===== src/cpu_pkg.sv =====
// cpu widths, instruction field positions, reset address, opcode and forwarding enums
package cpu_pkg;

    localparam int data_w     = 32;
    localparam int reg_addr_w = 4;
    // 256-word program ROM
    localparam int rom_addr_w = 8;
    localparam int op_w       = 6;

    localparam logic [data_w-1:0] reset_pc = '0;

    ////////////////////////////////////////////////////////////////////////////
    // instruction fields
    ////////////////////////////////////////////////////////////////////////////

    localparam int op_msb  = 31;
    localparam int op_lsb  = 26;
    localparam int rd_msb  = 25;
    localparam int rd_lsb  = 22;
    localparam int rs0_msb = 21;
    localparam int rs0_lsb = 18;
    localparam int rs1_msb = 17;
    localparam int rs1_lsb = 14;
    // immediate sits in the low bits, overlapping rs1
    localparam int imm_w   = 16;

    // an all-zero word decodes as nop
    typedef enum logic [op_w-1:0] {
        op_nop  = 6'h00,
        op_add  = 6'h01,
        op_sub  = 6'h02,
        op_and  = 6'h03,
        op_or   = 6'h04,
        op_xor  = 6'h05,
        op_addi = 6'h06,
        op_beq  = 6'h07,
        op_jmp  = 6'h08,
        op_in   = 6'h09,
        op_out  = 6'h0a
    } opcode_t;

    // operand source for decode
    typedef enum logic [1:0] {
        fwd_rf  = 2'd0,
        fwd_ex  = 2'd1,
        fwd_mem = 2'd2
    } fwd_sel_t;

endpackage


===== src/decode.sv =====
// field extraction, source register selection, operand forwarding muxes, opcode decode
`timescale 1ns/1ns

module decode (
    input  logic [cpu_pkg::data_w-1:0]      pc,
    input  logic [cpu_pkg::data_w-1:0]      instr,
    input  logic [cpu_pkg::data_w-1:0]      rs0data,
    input  logic [cpu_pkg::data_w-1:0]      rs1data,
    input  logic [cpu_pkg::data_w-1:0]      alu_fwd,
    input  logic [cpu_pkg::data_w-1:0]      mem_fwd,
    input  cpu_pkg::fwd_sel_t               fwd0,
    input  cpu_pkg::fwd_sel_t               fwd1,
    output logic [cpu_pkg::reg_addr_w-1:0]  rs0,
    output logic [cpu_pkg::reg_addr_w-1:0]  rs1,
    output cpu_pkg::opcode_t                op,
    output logic [cpu_pkg::reg_addr_w-1:0]  rd,
    output logic [cpu_pkg::data_w-1:0]      imm,
    output logic [cpu_pkg::data_w-1:0]      pc_out,
    output logic [cpu_pkg::data_w-1:0]      opa,
    output logic [cpu_pkg::data_w-1:0]      opb
);
    import cpu_pkg::*;

    logic [op_w-1:0]       f_op;
    logic [reg_addr_w-1:0] f_rs0;
    logic [reg_addr_w-1:0] f_rs1;

    function automatic logic [data_w-1:0] pick(input fwd_sel_t sel,
                                               input logic [data_w-1:0] rf_val);
        case (sel)
            fwd_ex:  return alu_fwd;
            fwd_mem: return mem_fwd;
            default: return rf_val;
        endcase
    endfunction

    assign f_op   = instr[op_msb:op_lsb];
    assign rd     = instr[rd_msb:rd_lsb];
    assign f_rs0  = instr[rs0_msb:rs0_lsb];
    assign f_rs1  = instr[rs1_msb:rs1_lsb];
    assign imm    = {{(data_w-imm_w){instr[imm_w-1]}}, instr[imm_w-1:0]};
    assign pc_out = pc;

    // unknown codes become nop
    always_comb begin
        case (f_op)
            op_add, op_sub, op_and, op_or, op_xor,
            op_addi, op_beq, op_jmp, op_in, op_out: begin
                op = opcode_t'(f_op);
            end
            default: begin
                op = op_nop;
            end
        endcase
    end

    // unused sources read r0 so they never match a hazard
    always_comb begin
        rs0 = '0;
        rs1 = '0;
        case (op)
            op_add, op_sub, op_and, op_or, op_xor: begin
                rs0 = f_rs0;
                rs1 = f_rs1;
            end
            op_addi, op_out: begin
                rs0 = f_rs0;
            end
            // beq compares rd against rs0
            op_beq: begin
                rs0 = f_rs0;
                rs1 = rd;
            end
            default: begin
            end
        endcase
    end

    assign opa = pick(fwd0, rs0data);
    assign opb = (op == op_addi) ? imm : pick(fwd1, rs1data);

endmodule


===== config.mk =====
export PLATFORM = sky130hd
export DESIGN_NAME = decode
export DESIGN_NICKNAME = d
export VERILOG_FILES = /design/src/cpu_pkg.sv /design/src/decode.sv
export SDC_FILE = /design/constraint.sdc
export NUM_CORES = 1
export LEC_CHECK = 0
export ABC_AREA = 1
export BUFFER_PORTS_ARGS = -buffer_cell sky130_fd_sc_hd__buf_4
export CORE_AREA = 5 5 131 133
export DETAILED_ROUTE_END_ITERATION = 12
export DIE_AREA = 0 0 136 138
export GPL_TIMING_DRIVEN = 0
export SYNTH_ARGS = -nofsm -noshare
export SYNTH_HDL_FRONTEND = slang
export SYNTH_SLANG_ARGS = --single-unit

===== constraint.sdc =====
create_clock -name vclk -period 2.89
set_clock_uncertainty 0.05 [all_clocks]
set_input_delay 0.4335 -clock vclk [all_inputs]
set_output_delay 0.4335 -clock vclk [all_outputs]
set_load 0.01 [all_outputs]

==> results.json, run 1 <==
{
  "synthTopCellsByArea": "nand2_1 (26%), buf_4 (22%), a21oi_1 (13%)",
  "dr.first_iter.drc_count": 204,
  "intPower_mw": 0.524,
  "worst_pin_slew_ps": 596,
  "finalCriticalPeriod_ps": 2710,
  "finalNetCount": 997,
  "die_area_sq_um": 18800,
  "antenna_cells": 0,
  "path_cells": "buf_4 > inv_1 > ha_1 > clkbuf_1 > inv_1 > clkbuf_1 > nor2_1 > a21oi_1 > buf_4",
  "drtPass1Iterations": 5,
  "multi_input_area_sq_um": 1760,
  "wl_per_cell_um": 15.5,
  "wirelength_mm": 15.7,
  "min_to": "pc_out[12]",
  "hold_ws_ps": 994,
  "required_ps": 2410,
  "hold_buffers": 0,
  "overflow": 0,
  "gp_congestion": 0.817,
  "fin_ws_ps": 184,
  "placedInstanceArea_sq_um": 5080,
  "grt_start_max_net_pins": 20,
  "seq_area_frac_synth_pct": 0,
  "critPathSlowestCell": "clkbuf_1",
  "cp_max_fo": 10,
  "via_count": 4244,
  "yosysTopAreaCell": "nand2_1",
  "dp_slack_ps": 215,
  "cts_resized": 0,
  "drive_above_1_share_pct": 51.3,
  "netlist-cell-type-count": 21,
  "leakage_nw": 2.83,
  "ioPinCount": 342,
  "rsz0062_at_grt": "no",
  "maxCapViolCount": 0,
  "die_h_um": 138,
  "chipWidth_um": 136,
  "ir_worst_vdd_mv": 0.0872,
  "fp-row-count": 46,
  "gr-usage-all-layers_pct": 15.0,
  "start_kind": "input pin",
  "path_delay_family": "buffers and inverters",
  "seq_cell_count": 0,
  "period_share_pct": 93.6,
  "areaGrowthSynthToFinish_pct": 104,
  "yosysTopAreaCellShare_pct": 26.3,
  "drv_slew": 0,
  "p_clk_share_pct": 0,
  "avgViaCountPerCell": 4.20,
  "status": "complete, no violations",
  "cp_num_buf_inv": 6,
  "dp_hpwl_mm": 13.5,
  "max_clock_freq_mhz": 369,
  "synth.avg_cell_area_sq_um": 5.14,
  "crit_type": "input pin to primary output",
  "p_per_area_nw_per_um2": 197,
  "final-setup-viol-count": 0,
  "regArea_sq_um": 0,
  "cts_setup_buffers": 0,
  "hp-class": "input pin to primary output",
  "p_seq_share_pct": 0,
  "coreArea_sq_um": 15700,
  "fill_cells": 1781,
  "hold_violations": 0,
  "clkbuf_count": 0,
  "initial_utilization_pct": 15.9,
  "relSlewSlack_pct": 60.2,
  "finalSetupTns_ps": 0,
  "io_buffers": 308,
  "arrival_ps": 2220,
  "syn_area_sq_um": 2500,
  "ys_warn_count": 0,
  "antenna_found_initial": 0,
  "cpPeakStageDelay_ps": 500,
  "drtAntennaViolNets": 0,
  "worstHoldPathCells": 2,
  "min_from": "pc[12]",
  "grt_pass1_wl_mm": 23.0,
  "first_global_vias": 4051,
  "netlist_top_cells_count": "nand2_1 (175), buf_4 (72), a21oi_1 (64), nor2_1 (42), nand3_1 (26)",
  "switching_share_pct": 47.6,
  "postLayoutCellArea_sq_um": 5080,
  "drc": 0,
  "critPathCaptureType": "primary output",
  "comb_power_share_pct": 100.0,
  "syn_inst": 486,
  "p_sw_mw": 0.477,
  "synth_most_common_cell": "nand2_1"
}
## stage by stage
stage | power (mW) | util [%] | cells
after floorplan | 0.442 | - | 487
after global placement | 1.00 | 32.4 | 1011
after detailed placement | 1.01 | 32.4 | 1011
after CTS | 1.01 | 32.4 | 1011
after global routing | 1.09 | 32.4 | 1011
final | 1.00 | 32.4 | 1011
## layout by cell type (no fill, tap or decap)
cell type and n:
clkbuf_2 1, nand3_1 26, conb_1 2, inv_4 1, nand3_4 1, ha_1 4, buf_4 380, buf_2 6
nand2_1 175, clkbuf_1 18, nor2_4 3, a22o_1 15, inv_2 1, inv_1 12, a21oi_1 64, buf_6 4
o21ai_0 25, nor2_1 42, o21ai_2 10, a21boi_0 4, nand2_4 1
## power groups by stage
stage	logic, mW	clock network, mW	registers, mW
after detailed placement	1.01	0	0
after CTS	1.01	0	0
after global placement	1.00	0	0
final	1.00	0	0
after global routing	1.09	0	0
after floorplan	0.442	0	0
## metal layers
layer,global-route usage (%),wire length [um],vias up
met2,28.1,8060,212
met1,18.7,6200,1889
met4,1.11,135,0
li1,-,-,2133
met5,0,0,-
met3,2.18,1320,10
## kinds of logic (layout without fill, tap and decap cells)
kind of cell | count (synthesis) | count (layout) | synth area share [%]
buffers and inverters | 115 | 423 | 29.7
AND/OR/NAND/NOR | 248 | 248 | 40.3
adder cells (fa/ha/maj) | 4 | 4 | 2.00
other | 1 | 2 | 0.150
AO/OA/AOI/OAI | 118 | 118 | 27.8
## area by class of cell
| type | instances | share of cell area, % |
|---|---|---|
| buffer | 101 | 13.5 |
| inverter | 14 | 1.08 |
| multi-input combinational | 372 | 34.6 |
| tap | 216 | 5.31 |
| timing repair buffer | 308 | 45.5 |
## worst max-delay path by stage
stage,start,endpoint,cells past startpoint
after floorplan,fwd1[0],opb[16],7
after global placement,fwd0[0],opa[15],9
after detailed placement,fwd0[0],opa[15],9
after CTS,fwd0[0],opa[15],9
after global routing,fwd0[0],opa[15],9
final,fwd0[0],opa[15],9
Power figures use the tool's default switching activity.
==> inputs of run 2 (changes only) <==
- CORE_AREA: 5 5 131 133 -> 2 2 131 133
- DIE_AREA: 0 0 136 138 -> 0 0 133 135
==> run 2 against run 1 <==
Net effect: final area about the same; fmax grew 0.87%; largest cell class unchanged; global-route usage is 0.056 points lower; sequential share of layout area unchanged; highest routed layer unchanged; largest power group unchanged; utilization fell by 1.3 points; critical path depth stayed put; via count is 0.26% lower; wire length is 4.0% lower; die area down 4.3%.
==> results.json, run 2 (synthesized netlist as in run 1, its figures left out) <==
{
  "status": "complete, no violations",
  "switching_share_pct": 47.5,
  "cts_resized": 0,
  "antenna_found_initial": 0,
  "intPower_mw": 0.524,
  "postLayoutCellArea_sq_um": 5090,
  "hold_ws_ps": 993,
  "initial_utilization_pct": 15.2,
  "die_area_sq_um": 18000,
  "p_per_area_nw_per_um2": 196,
  "chipWidth_um": 133,
  "critPathCaptureType": "primary output",
  "p_clk_share_pct": 0,
  "grt_start_max_net_pins": 20,
  "hold_violations": 0,
  "rsz0062_at_grt": "no",
  "min_from": "pc[15]",
  "dr.first_iter.drc_count": 162,
  "wirelength_mm": 15.1,
  "overflow": 0,
  "p_seq_share_pct": 0,
  "fp-row-count": 47,
  "io_buffers": 308,
  "layout_commonest_cell": "buf_4",
  "finalNetCount": 997,
  "seq_cell_count": 0,
  "crit_type": "input pin to primary output",
  "max_clock_freq_mhz": 373,
  "hp-class": "input pin to primary output",
  "gp_congestion": 0.863,
  "p_sw_mw": 0.473,
  "worst_pin_slew_ps": 648,
  "wl_per_cell_um": 14.8,
  "period_share_pct": 92.8,
  "hold_buffers": 0,
  "mostFrequentLayoutCells": "buf_4 (380), nand2_1 (175), a21oi_1 (64)",
  "coreArea_sq_um": 16400,
  "drive_above_1_share_pct": 51.3,
  "die_h_um": 135,
  "ioPinCount": 342,
  "gr-usage-all-layers_pct": 14.9,
  "cts_setup_buffers": 0,
  "start_kind": "input pin",
  "placedInstanceArea_sq_um": 5090,
  "finalSetupTns_ps": 0,
  "final-setup-viol-count": 0,
  "antenna_cells": 0,
  "fill_cells": 1863,
  "arrival_ps": 2200,
  "comb_power_share_pct": 100.0,
  "drtAntennaViolNets": 0,
  "regArea_sq_um": 0,
  "relSlewSlack_pct": 56.8,
  "cp_max_fo": 10,
  "via_count": 4233,
  "finalCriticalPeriod_ps": 2680,
  "first_global_vias": 3935,
  "drtPass1Iterations": 5,
  "avgViaCountPerCell": 4.17,
  "ir_worst_vdd_mv": 0.0662,
  "dp_hpwl_mm": 12.9,
  "crit_start": "fwd1[0]",
  "drv_slew": 0,
  "areaGrowthSynthToFinish_pct": 104,
  "drc": 0,
  "grt_pass1_wl_mm": 21.2,
  "leakage_nw": 2.83,
  "maxCapViolCount": 0,
  "clkbuf_count": 0,
  "required_ps": 2410
}
run 2: cell counts in the layout (fill, tap and decap cells not counted):
Identical to the previous run, type by type.
run 2: through the flow:
step / power (mW) / util (%) / setup WS (ps) / std cells
after floorplan: 0.442 / - / 843 / 487
after global placement: 1.00 / 31.0 / 214 / 1015
after detailed placement: 1.00 / 31.0 / 233 / 1015
after CTS: 1.01 / 31.0 / 214 / 1015
after global routing: 1.08 / 31.0 / 106 / 1015
final: 0.997 / 31.0 / 207 / 1015
run 2: critical path, cell delays in order:
cell	delay [ps]
buf_4	90
inv_1	40
ha_1	270
clkbuf_2	210
inv_1	140
clkbuf_1	380
o21ai_0	150
o21ai_0	300
buf_4	190
run 2: final cells by class:
class / count / area, sq um / share of cell area [%]
plain buffers: 101 / 688 / 13.5
inverters: 14 / 55.1 / 1.08
multi-input cells: 372 / 1760 / 34.6
well taps: 220 / 275 / 5.41
repair buffers: 308 / 2310 / 45.4
run 2: final timing paths:
check | endpoint | slack [ps] | depth (start not counted)
setup / recovery | opb[17] | 210 | 9
hold / removal | pc_out[15] | 990 | 2
run 2: layer usage:
layer	track usage, %	wire length [um]	vias to the layer above
li1	-	-	2132
met5	0	0	-
met3	1.88	1170	8
met2	27.9	7720	221
met4	1.85	161	0
met1	18.8	6020	1872
run 2: power groups by stage:
stage                     logic [mW]  clock network [mW]  registers, mW
after floorplan                0.442                   0              0
after global placement          1.00                   0              0
after detailed placement        1.00                   0              0
after CTS                       1.01                   0              0
after global routing            1.08                   0              0
final                          0.997                   0              0
==> inputs of run 3 (changes only) <==
- ABC_AREA: 1 -> not set
- CORE_AREA: 2 2 131 133 -> 2 2 132 134
- DIE_AREA: 0 0 133 135 -> 0 0 134 136
==> run 3 against run 2 <==
Net effect: power decreased by 5.6%; sequential cell count unchanged; synthesized cell count decreased by 30%.
==> results.json, run 3 <==
{
  "hold_violations": 0,
  "path_delay_family": "buffers and inverters",
  "cpPeakStageDelay_ps": 510,
  "required_ps": 2410,
  "start_kind": "input pin",
  "layout_commonest_cell": "buf_4",
  "coreArea_sq_um": 16900,
  "die_h_um": 136,
  "drtAntennaViolNets": 0,
  "p_per_area_nw_per_um2": 193,
  "yosysTopAreaCell": "buf_4",
  "ioPinCount": 342,
  "grt_pass1_wl_mm": 20.5,
  "via_count": 3765,
  "clkbuf_count": 0,
  "period_share_pct": 91.3,
  "max_clock_freq_mhz": 379,
  "cts_setup_buffers": 0,
  "p_sw_mw": 0.425,
  "finalNetCount": 851,
  "netlist_top_cells_count": "buf_4 (72), o21ai_0 (48), a22oi_1 (47), nand2_1 (47), clkbuf_1 (27)",
  "path_cells": "buf_4 > inv_1 > ha_1 > clkbuf_1 > a221oi_1 > o31ai_1 > buf_4",
  "dp_cells": 875,
  "cp_num_buf_inv": 4,
  "ys_warn_count": 0,
  "stdcell_count": 874,
  "final-setup-viol-count": 0,
  "antenna_cells": 0,
  "syn_area_sq_um": 2300,
  "critPathSlowestCell": "ha_1",
  "seq_cell_count": 0,
  "fp-row-count": 48,
  "gp_congestion": 0.774,
  "crit_type": "input pin to primary output",
  "drive_above_1_share_pct": 62.9,
  "drtPass1Iterations": 4,
  "wl_per_cell_um": 16.5,
  "status": "complete, no violations",
  "crit_top_cell": "buf_4",
  "p_clk_share_pct": 0,
  "dr.first_iter.drc_count": 171,
  "regArea_sq_um": 0,
  "wirelength_mm": 14.5,
  "leakage_nw": 2.53,
  "yosysTopAreaCellShare_pct": 23.5,
  "switching_share_pct": 45.1,
  "multi_input_area_sq_um": 1630,
  "worst_pin_slew_ps": 666,
  "chipWidth_um": 134,
  "gr-usage-all-layers_pct": 14.3,
  "syn_inst": 342,
  "dp_hpwl_mm": 12.1,
  "rsz0062_at_grt": "no",
  "finalCriticalPeriod_ps": 2640,
  "intPower_mw": 0.517,
  "initial_utilization_pct": 13.6,
  "fin_ws_ps": 250,
  "hold_ws_ps": 993,
  "arrival_ps": 2160,
  "netlist-cell-type-count": 29,
  "areaGrowthSynthToFinish_pct": 113,
  "drv_slew": 0,
  "ir_worst_vdd_mv": 0.0788,
  "fill_cells": 1867,
  "comb_power_share_pct": 100.0,
  "hp-class": "input pin to primary output",
  "critPathCaptureType": "primary output",
  "dp_slack_ps": -99.9,
  "synthTopCellsByArea": "buf_4 (24%), a22oi_1 (15%), o21ai_0 (10%)",
  "antenna_found_initial": 0,
  "io_buffers": 307,
  "die_area_sq_um": 18200,
  "overflow": 0,
  "drc": 0,
  "p_seq_share_pct": 0,
  "cp_max_fo": 10,
  "mostFrequentLayoutCells": "buf_4 (379), o21ai_0 (48), a22oi_1 (47), nand2_1 (47), clkbuf_1 (20)",
  "relSlewSlack_pct": 55.6,
  "first_global_vias": 3624,
  "synth.avg_cell_area_sq_um": 6.71,
  "grt_start_max_net_pins": 20,
  "synth_most_common_cell": "buf_4",
  "avgViaCountPerCell": 4.31,
  "maxCapViolCount": 0,
  "seq_area_frac_synth_pct": 0
}
-- run 3: final cells by class --
| type | count | area share [%] |
|---|---|---|
| buffer | 100 | 13.5 |
| timing repair buffer | 307 | 47.1 |
| multi-input combinational | 238 | 33.3 |
| tap | 225 | 5.76 |
| inverter | 4 | 0.307 |
-- run 3: layer usage --
metal / wire [um] / GRT usage (%) / vias to the layer above
li1: - / - / 1809
met1: 5910 / 18.0 / 1743
met2: 7320 / 26.7 / 203
met3: 1120 / 1.75 / 10
met4: 116 / 1.30 / 0
met5: 0 / 0 / -
-- run 3: per-stage QoR --
step / setup TNS, ps / total power, mW / util (%) / area (sq um)
3_3_place_gp: -154 / 0.943 / 29.0 / 4890
5_1_grt: 0 / 1.02 / 29.0 / 4890
2_1_floorplan: 0 / 0.402 / - / 2300
6_report: 0 / 0.942 / 29.0 / 4890
3_5_place_dp: -731 / 0.948 / 29.0 / 4890
4_1_cts: 0 / 0.952 / 29.0 / 4890
-- run 3: path summary, 6_finish.rpt --
check / startpoint / slack [ps] / end / cells past startpoint
setup / recovery: fwd1[0] / 250 / opb[24] / 7
hold / removal: pc[29] / 990 / pc_out[29] / 2
-- run 3: cells by family (layout without fill, tap and decap cells) --
group                    after synthesis  after routing  synth area share (%)
other                                  1              2                 0.163
AO/OA/AOI/OAI                        136            136                  40.4
AND/OR/NAND/NOR                       81             81                  19.0
adder cells (fa/ha/maj)                4              4                  2.18
buffers and inverters                105            411                  29.3
multiplexers                          15             15                  8.99
-- run 3: timing repair --
item                       CTS  global route
gates resized for setup      4             4
hold buffers                 0             0
setup endpoints to repair   25            19
-- run 3: power groups by stage --
stage | clock network (mW) | logic (mW) | registers [mW]
2_1_floorplan | 0 | 0.402 | 0
3_3_place_gp | 0 | 0.943 | 0
3_5_place_dp | 0 | 0.948 | 0
4_1_cts | 0 | 0.952 | 0
5_1_grt | 0 | 1.02 | 0
6_report | 0 | 0.942 | 0
