==> config.mk <==
export PLATFORM = sky130hd
export DESIGN_NAME = fetch
export DESIGN_NICKNAME = d
export VERILOG_FILES = /design/src/cpu_pkg.sv /design/src/fetch.sv
export SDC_FILE = /design/constraint.sdc
export NUM_CORES = 1
export LEC_CHECK = 0
export BUFFER_PORTS_ARGS = -buffer_cell sky130_fd_sc_hd__buf_2
export CORE_MARGIN = 5
export CORE_UTILIZATION = 50
export DETAILED_ROUTE_END_ITERATION = 6
export PLACE_DENSITY = 0.88
export REMOVE_ABC_BUFFERS = 1
export SYNTH_ARGS = -nofsm -noshare
export SYNTH_HDL_FRONTEND = slang
export SYNTH_SLANG_ARGS = --single-unit
export TNS_END_PERCENT = 10
==> constraint.sdc <==
create_clock -name clk -period 4.4 [get_ports clk]
set_input_delay 0.88 -clock clk [delete_from_list [all_inputs] [get_ports clk]]
set_output_delay 0.88 -clock clk [all_outputs]
set_load 0.05 [all_outputs]
==> src/cpu_pkg.sv <==
// cpu widths, instruction field positions, reset address, opcode and forwarding enums
package cpu_pkg;

    localparam int data_w     = 32;
    localparam int reg_addr_w = 4;
    // 256-word program ROM
    localparam int rom_addr_w = 8;
    localparam int op_w       = 6;

    localparam logic [data_w-1:0] reset_pc = '0;

    ////////////////////////////////////////////////////////////////////////////
    // instruction fields
    ////////////////////////////////////////////////////////////////////////////

    localparam int op_msb  = 31;
    localparam int op_lsb  = 26;
    localparam int rd_msb  = 25;
    localparam int rd_lsb  = 22;
    localparam int rs0_msb = 21;
    localparam int rs0_lsb = 18;
    localparam int rs1_msb = 17;
    localparam int rs1_lsb = 14;
    // immediate sits in the low bits, overlapping rs1
    localparam int imm_w   = 16;

    // an all-zero word decodes as nop
    typedef enum logic [op_w-1:0] {
        op_nop  = 6'h00,
        op_add  = 6'h01,
        op_sub  = 6'h02,
        op_and  = 6'h03,
        op_or   = 6'h04,
        op_xor  = 6'h05,
        op_addi = 6'h06,
        op_beq  = 6'h07,
        op_jmp  = 6'h08,
        op_in   = 6'h09,
        op_out  = 6'h0a
    } opcode_t;

    // operand source for decode
    typedef enum logic [1:0] {
        fwd_rf  = 2'd0,
        fwd_ex  = 2'd1,
        fwd_mem = 2'd2
    } fwd_sel_t;

endpackage

==> src/fetch.sv <==
// program counter and ROM address generation with stall and redirect
`timescale 1ns/1ns

module fetch (
    input  logic                            clk,
    input  logic                            rstn,
    input  logic                            stall,
    input  logic                            redirect,
    input  logic [cpu_pkg::data_w-1:0]      target,
    output logic [cpu_pkg::rom_addr_w-1:0]  rom_addr,
    output logic [cpu_pkg::data_w-1:0]      pc_out
);
    import cpu_pkg::*;

    // next address to fetch, one word past the instruction in decode
    logic [data_w-1:0] pc;

    // under stall re-read the word decode is holding, since the ROM has no enable
    assign pc_out   = (stall && !redirect) ? pc - data_w'(4) : pc;
    assign rom_addr = pc_out[rom_addr_w+1:2];

    always_ff @(posedge clk) begin
        if (!rstn) begin
            pc <= reset_pc;
        end else if (redirect) begin
            pc <= target;
        end else if (!stall) begin
            pc <= pc + data_w'(4);
        end
    end

endmodule

==> summary.md, run 1 <==
| Metric | Value |
|---|---|
| Post-layout util | `0.578` |
| Unrepaired setup endpoints after global routing | `false` |
| Ys flop type | `dfxtp_1` |
| Async SR Flop Fraction | `0` |
| Final period util | `0.868` |
| Hold/Removal Path Class | `reg2reg` |
| Pin count of the biggest net entering global routing | `49` |
| Post-CTS sizing | `0` |
| Die ar. | `0.00691 mm^2` |
| Synth Instances | `between 300 and 400` |
| DR pass1 iterations | `5` |
| Routed len/inst | `15.7 um` |
| Syn Std Cell Area | `0.00267 mm^2` |
| Fmax | `262 MHz` |
| Post-CTS Setup Bufs | `0` |
| Layout Nets | `419` |
| Clock root cell | `clkbuf_8` |
| I/O pin count | `between 70 and 80` |
| Clk buf depth | `2` |
| Seq cells post-synth | `32` |
| Row cnt | `26` |
| Max FFs per register | `32` |
| Post-synth top cells | `32 x dfxtp_1, 32 x o21ai_0, 27 x clkbuf_1` |
| Setup Skew | `0.00900 ns` |
| H-tree depth | `2` |
| Shortest period the worst path allows | `3.82 ns` |
| Die X | `83.1 um` |
| Final hold violation count | `0` |
| IO buf count | `75` |
| Synth area leader | `dfxtp_1` |
| Worst Path Max Fanout | `12` |
| Yosys synthesis warning count | `0` |
| Antenna Cells | `0` |
| Status | `finished clean` |
| All-Layer GR Usage | `0.204` |
| Starting Density | `0.520` |
| Cell variety after synth | `47` |
| First-pass GRT wire length | `12.0 mm` |
| Seq/Total Area, Yosys | `0.240` |
| HPWL Detailed | `5.08 mm` |
| Peak supply drop | `0.204 mV` |
| Crit end category | `output pin` |
| EDFF count, synth | `0` |
| Initial DRC count | `roughly 260` |
| Clk sinks | `32` |
| Via Count | `~2.7k` |
| Grt ovf | `0` |
| Initial antenna violation count | `0` |
| WP data required | `roughly 3.5 ns` |
| Fraction of layout cells with a size suffix above 1 | `0.239` |
| Vias per std cell | `just over 6` |
| CTS buffer count | `5` |
| Worst Path Arrival | `2.94 ns` |
| Slew @ Worst Pin | `around 1.1 ns` |
| Final ANT Viol Nets | `0` |
| CP Launch Type | `flop` |
| Die Ht | `83.1 um` |
| Synthesis-to-finish area growth | `11.1%` |
| Post-CTS Hold Buffers | `0` |
| Leakage | `approximately 1.2 nW` |
| DRT Wirelength | `7.08 mm` |
| CTS tree | `done` |
| Number of global-route vias before repair | `approximately 2.5k` |
| Setup violators final | `0` |
| Crit path kind | `reg2out` |
| Max Slew Vio Count | `0` |
| Worst Hold Slack | `0.517 ns` |
| Top flop regs | `pc x32` |
| Clock latency on the worst-skew pair | `0.28 ns` |
| Core Area | `approximately 0.005 mm^2` |
| DRC viols | `0` |
| Final GP Congestion | `just under 0.9` |
| Dominant cells by area after synthesis | `dfxtp_1 24%, xnor2_1 7.5%, o21ai_0 6.0%` |
| Max-cap violations | `0` |
| Biggest register | `pc` |
| Rel. slew slack | `0.247` |
| Top cell type's share of synthesized area | `0.240` |
| Synthesized area per cell | `7.70 um^2` |
| Pwr per Cell Area | `288 mW/mm^2` |
| Clock transition at path regs | `0.06 ns` |
[report_power, final]
group	switching (mW)	internal, mW
sequential	0.0469	0.310
combinational	0.198	0.0870
clock	0.105	0.107
total	0.350	0.504
[worst paths after layout]
path | start | endpoint | slack, ns | depth (start not counted)
max reg2reg | pc[16] | pc[25] | 2.08 | 4
max | pc[10] | pc_out[24] | 0.58 | 5
min reg2reg | pc[1] | pc[1] | 0.52 | 2
min | pc[1] | pc[1] | 0.52 | 2
[layout by cell type (no fill, tap or decap), types with 6 or more instances in the layout]
master	synthesis	routed
and4_1	6	6
o21ai_0	32	32
or4_1	10	10
xor2_1	15	15
dfxtp_1	32	32
nor2_1	15	15
a31oi_1	7	7
nand2_1	20	20
nor3_1	12	12
nand3_1	18	18
nand4_1	13	13
xnor2_1	23	23
buf_2	8	75
o211a_1	7	7
nor4_1	10	10
or3_1	8	8
[metal layers]
| metal | up-vias | GRT usage | share of wire |
|---|---|---|---|
| li1 | 1326 | - | - |
| met1 | 1267 | 0.263 | 0.42 |
| met2 | 134 | 0.337 | 0.47 |
| met3 | 13 | 0.0495 | 0.091 |
| met4 | 0 | 0.0579 | 0.012 |
| met5 | - | 0 | 0 |
[metrics by stage]
stage / worst slack [ns] / power, mW / setup TNS (ns) / instances / area, um^2
2_1_floorplan: -0.338 / 0.561 / -0.676 / 296 / 2410
3_3_place_gp: 0.684 / 0.641 / 0 / 444 / 2890
3_5_place_dp: 0.609 / 0.647 / 0 / 444 / 2890
4_1_cts: 0.612 / 0.857 / 0 / 451 / 2970
5_1_grt: 0.352 / 0.900 / 0 / 451 / 2970
6_report: 0.582 / 0.855 / 0 / 451 / 2970
[area by class of cell]
cell class,instances,area (um^2)
Multi-Input combinational cell,259,1750
Sequential cell,32,641
Timing Repair Buffer,78,398
Inverter,5,18.8
Tap cell,70,87.6
Clock buffer,6,72.6
Clock inverter,1,5.00
Fill cell,495,2170
[critical path, cell delays in order, from the launching register on]
cell,delay (ns)
dfxtp_1,0.43
or4_4,0.61
nor3_1,0.91
and3_1,0.28
xor2_1,0.14
buf_2,0.28
[logic make-up (layout without fill, tap and decap cells)]
family | count (synthesis) | count (layout) | synth area share
xor+xnor | 38 | 38 | 0.125
fa+ha+maj | 2 | 2 | 0.00936
flops | 32 | 32 | 0.240
simple gates | 151 | 151 | 0.354
mux | 3 | 3 | 0.0112
buf+inv | 56 | 90 | 0.106
compound gates | 65 | 65 | 0.154
(Power assumes the default switching activity.)
==> run 2: changes to the inputs <==
--- a/config.mk
+++ b/config.mk
@@ -9,6 +9,7 @@
 export CORE_MARGIN = 5
 export CORE_UTILIZATION = 50
 export DETAILED_ROUTE_END_ITERATION = 6
+export MAX_ROUTING_LAYER = met4
 export PLACE_DENSITY = 0.88
 export REMOVE_ABC_BUFFERS = 1
 export SYNTH_ARGS = -nofsm -noshare
==> run 2 against run 1 <==
  * Cell area stayed put
  * Flip-flop and latch count unchanged
  * Clock skew is 0.0022 ns higher
  * Critical path type unchanged
  * Critical endpoint is now pc_out[20]
  * Largest cell class unchanged
==> summary.md, run 2 (synthesis gave the netlist of run 1 again) <==
| Metric | Value |
|---|---|
| H-tree depth | `2 (unchanged)` |
| Grt ovf | `0 (unchanged)` |
| Commonest non-fill, non-tap cell in the layout | `buf_2` |
| Clk sinks | `32 (unchanged)` |
| Max stage delay on crit path | `0.93 ns (+0.02 ns)` |
| Slew @ Worst Pin | `1.14 ns (+0.0228 ns)` |
| Worst path cell trace | `or4_4 -> nor3_1 -> nand3_1 -> xnor2_1 -> buf_2` |
| Number of global-route vias before repair | `2544 (+0.28%)` |
| First-pass GRT wire length | `12.0 mm (+0.12%)` |
| Layout Nets | `419 (unchanged)` |
| Routed len/inst | `15.8 um (+0.82%)` |
| Reg2Reg Depth | `4 (unchanged)` |
| Max Slew Vio Count | `0 (unchanged)` |
| Setup violators final | `0 (unchanged)` |
| Reg2Reg Capture Point | `pc[25]` |
| Clock transition at path regs | `0.06 ns (about the same)` |
| Rel. slew slack | `0.232 (-0.0153)` |
| Commonest non-fill, non-tap cells in the layout | `75 x buf_2, 32 x o21ai_0, 32 x dfxtp_1` |
| Crit path kind | `reg2out` |
| Vias per std cell | `6.09 (+0.22%)` |
| Fmax | `260 MHz (-0.69%)` |
| Combinational power share | `0.333 (about the same)` |
| Die X | `83.1 um (unchanged)` |
| Worst path top cell family by delay | `simple AND/OR/NAND/NOR gates` |
| Die ar. | `0.00691 mm^2 (unchanged)` |
| Crit end category | `output pin` |
| Setup Skew | `0.0112 ns (+0.00218 ns)` |
| CTS buffer count | `5 (unchanged)` |
| Clock latency on the worst-skew pair | `0.29 ns (about the same)` |
| Initial antenna violation count | `0 (unchanged)` |
| I/O pin count | `76 (unchanged)` |
| Top flop regs | `pc x32` |
| Worst Hold Slack | `0.516 ns (-0.000193 ns)` |
| Post-CTS sizing | `0 (unchanged)` |
| Setup TNS Final | `0 ns (unchanged)` |
| Hold_sp | `pc[1]` |
| Final period util | `0.874 (+0.00601)` |
| Leakage | `1.24 nW (unchanged)` |
| Peak supply drop | `0.204 mV (+0.15%)` |
| Reg power frac | `0.417 (about the same)` |
| Worst Path Max Fanout | `12 (unchanged)` |
| Via Count | `2746 (+0.22%)` |
| Pin count of the biggest net entering global routing | `49 (unchanged)` |
| All-Layer GR Usage | `0.210 (+0.00570)` |
| Status | `finished clean` |
| Biggest register | `pc` |
| Levels on crit path | `5 (unchanged)` |
| IO buf count | `75 (unchanged)` |
| Fillers | `495 (unchanged)` |
| Final GP Congestion | `0.903 (+1.7%)` |
| Max-cap violations | `0 (unchanged)` |
| Fraction of layout cells with a size suffix above 1 | `0.239 (unchanged)` |
| Antenna Cells | `0 (unchanged)` |
| Slowest-stage cell, CP | `nor3_1` |
| Synthesis-to-finish area growth | `11.1% (unchanged)` |
| Clk pwr share | `0.250 (about the same)` |
| DRC viols | `0 (unchanged)` |
| Sw frac | `0.411 (+0.00125)` |
| Total power | `0.856 mW (+0.22%)` |
| Reg2Reg Launch Point | `pc[16]` |
| DR pass1 iterations | `4 (-1)` |
| Unrepaired setup endpoints after global routing | `false` |
| Worst reg2reg setup slack | `2.10 ns (+0.02 ns)` |
| Starting Density | `0.520 (unchanged)` |
| HPWL Detailed | `5.08 mm (unchanged)` |
| Post-CTS Hold Buffers | `0 (unchanged)` |
| DRT Wirelength | `7.13 mm (+0.82%)` |
| Clock root cell | `clkbuf_8` |
| Setup crit end | `pc_out[20]` |
| CTS tree | `done` |
| Cell internal pwr | `0.504 mW (about the same)` |
| NetSw | `0.352 mW (+0.52%)` |
| Row cnt | `26 (unchanged)` |
| CP startpoint | `pc[10]` |
| CP bufs+invs | `1 (unchanged)` |
| Core Area | `0.00514 mm^2 (unchanged)` |
| Pwr per Cell Area | `288 mW/mm^2 (+0.22%)` |
| Post-CTS Setup Bufs | `0 (unchanged)` |
| Final hold violation count | `0 (unchanged)` |
| CP Launch Type | `flop` |
| Hold/Removal Path Class | `reg2reg` |
| Max FFs per register | `32 (unchanged)` |
| WP data required | `3.52 ns (about the same)` |
| Worst Path Arrival | `2.96 ns (+0.02 ns)` |
| Die Ht | `83.1 um (unchanged)` |
| Shortest period the worst path allows | `3.84 ns (+0.0265 ns)` |
| Initial DRC count | `249 (-3.1%)` |
| Clk buf depth | `2 (unchanged)` |
| Final ANT Viol Nets | `0 (unchanged)` |
run 2: cell counts in the layout (fill, tap and decap cells not counted):
Identical to the previous run, type by type.
run 2: power by group through the flow:
stage / clock network (mW) / registers (mW) / logic, mW
after detailed placement: 0 / 0.362 / 0.285
after global placement: 0 / 0.360 / 0.281
after CTS: 0.216 / 0.355 / 0.286
final: 0.214 / 0.357 / 0.286
after global routing: 0.231 / 0.362 / 0.306
after floorplan: 0 / 0.353 / 0.208
run 2: worst min path at each step:
stage	endpoint	depth (start not counted)
after floorplan	pc[23]	2
after global placement	pc[0]	2
after detailed placement	pc[1]	2
after CTS	pc[1]	2
after global routing	pc[0]	2
final	pc[1]	2
run 2: stage by stage:
step	worst slack, ns	std cells	util	area [um^2]
2_1_floorplan	-0.338	296	-	2410
4_1_cts	0.612	451	0.578	2970
3_3_place_gp	0.684	444	0.563	2890
3_5_place_dp	0.609	444	0.563	2890
6_report	0.556	451	0.578	2970
5_1_grt	0.354	451	0.578	2970
run 2: per-layer routing:
layer,wire (um),track usage,vias to the layer above
met2,3430,0.337,125
met3,571,0.0426,11
met5,0,-,-
met1,3070,0.264,1286
met4,70,0.0669,0
li1,-,-,1324
run 2: area by class of cell:
cell class | count | area [um^2] | area share
Tap cell | 70 | 87.6 | 0.0295
Clock buffer | 6 | 72.6 | 0.0244
Sequential cell | 32 | 641 | 0.216
Multi-Input combinational cell | 259 | 1750 | 0.588
Clock inverter | 1 | 5.00 | 0.00168
Timing Repair Buffer | 78 | 398 | 0.134
Inverter | 5 | 18.8 | 0.00632
run 2: worst min-delay path, delay by kind of cell (launching register included):
family	cells	cell delay [ns]
flops	1	0.32
simple gates	1	0.09
mux	1	0.06
==> run 3: changes to the inputs <==
--- a/config.mk
+++ b/config.mk
@@ -7,11 +7,12 @@
 export LEC_CHECK = 0
 export BUFFER_PORTS_ARGS = -buffer_cell sky130_fd_sc_hd__buf_2
 export CORE_MARGIN = 5
-export CORE_UTILIZATION = 50
+export CORE_UTILIZATION = 52
 export DETAILED_ROUTE_END_ITERATION = 6
 export MAX_ROUTING_LAYER = met4
-export PLACE_DENSITY = 0.88
+export PLACE_DENSITY = 0.91
 export REMOVE_ABC_BUFFERS = 1
+export SLEW_MARGIN = 20
 export SYNTH_ARGS = -nofsm -noshare
 export SYNTH_HDL_FRONTEND = slang
 export SYNTH_SLANG_ARGS = --single-unit
==> run 3 against run 2 <==
  * Sequential share of layout area unchanged
  * Die area down 3.4%
  * Global-route usage up 0.72 points
  * Flip-flop and latch count unchanged
  * Critical path depth up 1
  * Count of clock-buffer cells in the layout unchanged
  * Cell count unchanged
  * Worst hold slack better by 0.0081 ns
  * Clock skew down 0.0024 ns
  * Via count down 1.5%
  * Clock power about the same
  * Register-to-register slack about the same
==> summary.md, run 3 (synthesis gave the netlist of run 1 again) <==
| Metric | Value |
|---|---|
| Status | `finished clean` |
| Crit end category | `output pin` |
| IO buf count | `75 (unchanged)` |
| Vias per std cell | `6.00 (-1.5%)` |
| DR pass1 iterations | `4 (unchanged)` |
| Layout Nets | `419 (unchanged)` |
| Peak supply drop | `0.208 mV (+1.9%)` |
| DRT Wirelength | `6.85 mm (-4.0%)` |
| Pin count of the biggest net entering global routing | `49 (unchanged)` |
| Final hold violation count | `0 (unchanged)` |
| Crit path kind | `in2out` |
| Fmax | `264 MHz (+1.4%)` |
| Clk buf depth | `2 (unchanged)` |
| Clock root cell | `clkbuf_8` |
| Shortest period the worst path allows | `3.79 ns (-0.0543 ns)` |
| Max Slew Vio Count | `0 (unchanged)` |
| Grt ovf | `0 (unchanged)` |
| Top flop regs | `pc x32` |
| Initial DRC count | `191 (-23%)` |
| Die Ht | `81.7 um (-1.7%)` |
| Final ANT Viol Nets | `0 (unchanged)` |
| Row cnt | `26 (unchanged)` |
| Setup TNS Final | `0 ns (unchanged)` |
| Worst Path Arrival | `2.91 ns (-0.05 ns)` |
| Reg2Reg Depth | `4 (unchanged)` |
| Routed len/inst | `15.2 um (-4.0%)` |
| Die X | `81.7 um (-1.7%)` |
| Clock transition at path regs | `0.06 ns (about the same)` |
| Die ar. | `0.00667 mm^2 (-3.4%)` |
| Hold path depth | `2 (unchanged)` |
| Pwr per Cell Area | `288 mW/mm^2 (-0.10%)` |
| Clk sinks | `32 (unchanged)` |
| Hold/Removal Path Class | `reg2reg` |
| CTS buffer count | `5 (unchanged)` |
| Reg2Reg Launch Point | `pc[16]` |
| Initial antenna violation count | `0 (unchanged)` |
| CTS tree | `done` |
| Leakage | `1.24 nW (unchanged)` |
| Commonest non-fill, non-tap cell in the layout | `buf_2` |
| Post-layout util | `0.589 (+0.0112)` |
| Unrepaired setup endpoints after global routing | `false` |
| All-Layer GR Usage | `0.217 (+0.00715)` |
| Worst reg2reg setup slack | `2.09 ns (about the same)` |
| HPWL Detailed | `5.02 mm (-1.2%)` |
| Final period util | `0.861 (-0.0123)` |
| Commonest non-fill, non-tap cells in the layout | `75 x buf_2, 32 x o21ai_0, 32 x dfxtp_1` |
| Post-CTS Hold Buffers | `0 (unchanged)` |
| Antenna Cells | `0 (unchanged)` |
| Biggest register | `pc` |
| Post-CTS sizing | `0 (unchanged)` |
| Hold_sp | `pc[0]` |
| Via Count | `2706 (-1.5%)` |
| Fraction of layout cells with a size suffix above 1 | `0.239 (unchanged)` |
| First-pass GRT wire length | `11.3 mm (-6.3%)` |
| Reg2Reg Capture Point | `pc[25]` |
| Synthesis-to-finish area growth | `11.1% (unchanged)` |
| Hold path endpoint | `pc[0]` |
| Max FFs per register | `32 (unchanged)` |
| Clock latency on the worst-skew pair | `0.29 ns (about the same)` |
| I/O pin count | `76 (unchanged)` |
| H-tree depth | `2 (unchanged)` |
| Post-CTS Setup Bufs | `0 (unchanged)` |
| Setup Skew | `0.00882 ns (-0.00237 ns)` |
| Starting Density | `0.530 (+0.0101)` |
| Rel. slew slack | `0.312 (+0.0801)` |
| Slew @ Worst Pin | `1.02 ns (-0.119 ns)` |
| Setup violators final | `0 (unchanged)` |
| DRC viols | `0 (unchanged)` |
| WP data required | `3.52 ns (about the same)` |
| Number of global-route vias before repair | `2512 (-1.3%)` |
| Max-cap violations | `0 (unchanged)` |
| Core Area | `0.00504 mm^2 (-1.9%)` |
| Final GP Congestion | `0.921 (+2.1%)` |
| CP Launch Type | `input pin` |
| Worst Path Max Fanout | `12 (unchanged)` |
==> run 3: cell counts in the layout (fill, tap and decap cells not counted) <==
Identical to the previous run, type by type.
==> run 3: per-layer routing <==
metal  wire length [um]  track usage  part of all wire
met1               2870        0.260              0.42
met2               3360        0.375              0.49
met3                535       0.0406             0.078
met4                 89       0.0548             0.013
met5                  0            -                 0
==> run 3: worst max-delay path by stage <==
| stage | from | endpoint | slack, ns | cells after the start |
|---|---|---|---|---|
| CTS | stall | pc_out[27] | 0.63 | 6 |
| detailed placement | stall | pc_out[27] | 0.62 | 6 |
| floorplan | redirect | pc_out[3] | -0.34 | 3 |
| global placement | stall | pc_out[27] | 0.66 | 6 |
| finish | stall | pc_out[27] | 0.61 | 6 |
| global route | stall | pc_out[27] | 0.53 | 6 |
==> run 3: area by class of cell <==
class | count | area (um^2)
fillers | 456 | 2070
multi-input cells | 259 | 1750
clock inverters | 1 | 5.00
well taps | 70 | 87.6
clock buffers | 6 | 72.6
flip-flops and latches | 32 | 641
inverters | 5 | 18.8
repair buffers | 78 | 398
==> run 3: per-stage QoR <==
stage	hold WS, ns	instance area, um^2	power [mW]	std cells	setup slack (ns)
after floorplan	0.531	2410	0.561	296	-0.338
after global placement	0.493	2890	0.639	444	0.662
after detailed placement	0.512	2890	0.645	444	0.624
after CTS	0.533	2970	0.859	451	0.626
after global routing	0.563	2970	0.894	451	0.533
final	0.524	2970	0.856	451	0.610
==> run 3: where the power goes <==
part           switching [mW]  total [mW]  internal, mW
Clock                   0.108       0.215         0.107
Combinational           0.197       0.284        0.0870
Sequential             0.0462       0.356         0.310
Total                   0.351       0.856         0.504
==> run 3: worst max-delay path, stage by stage <==
cell and delay (ns):
buf_2 0.19, or4b_1 0.51, or4_4 0.61, nor4b_4 0.29, xor2_1 0.16, buf_2 0.28
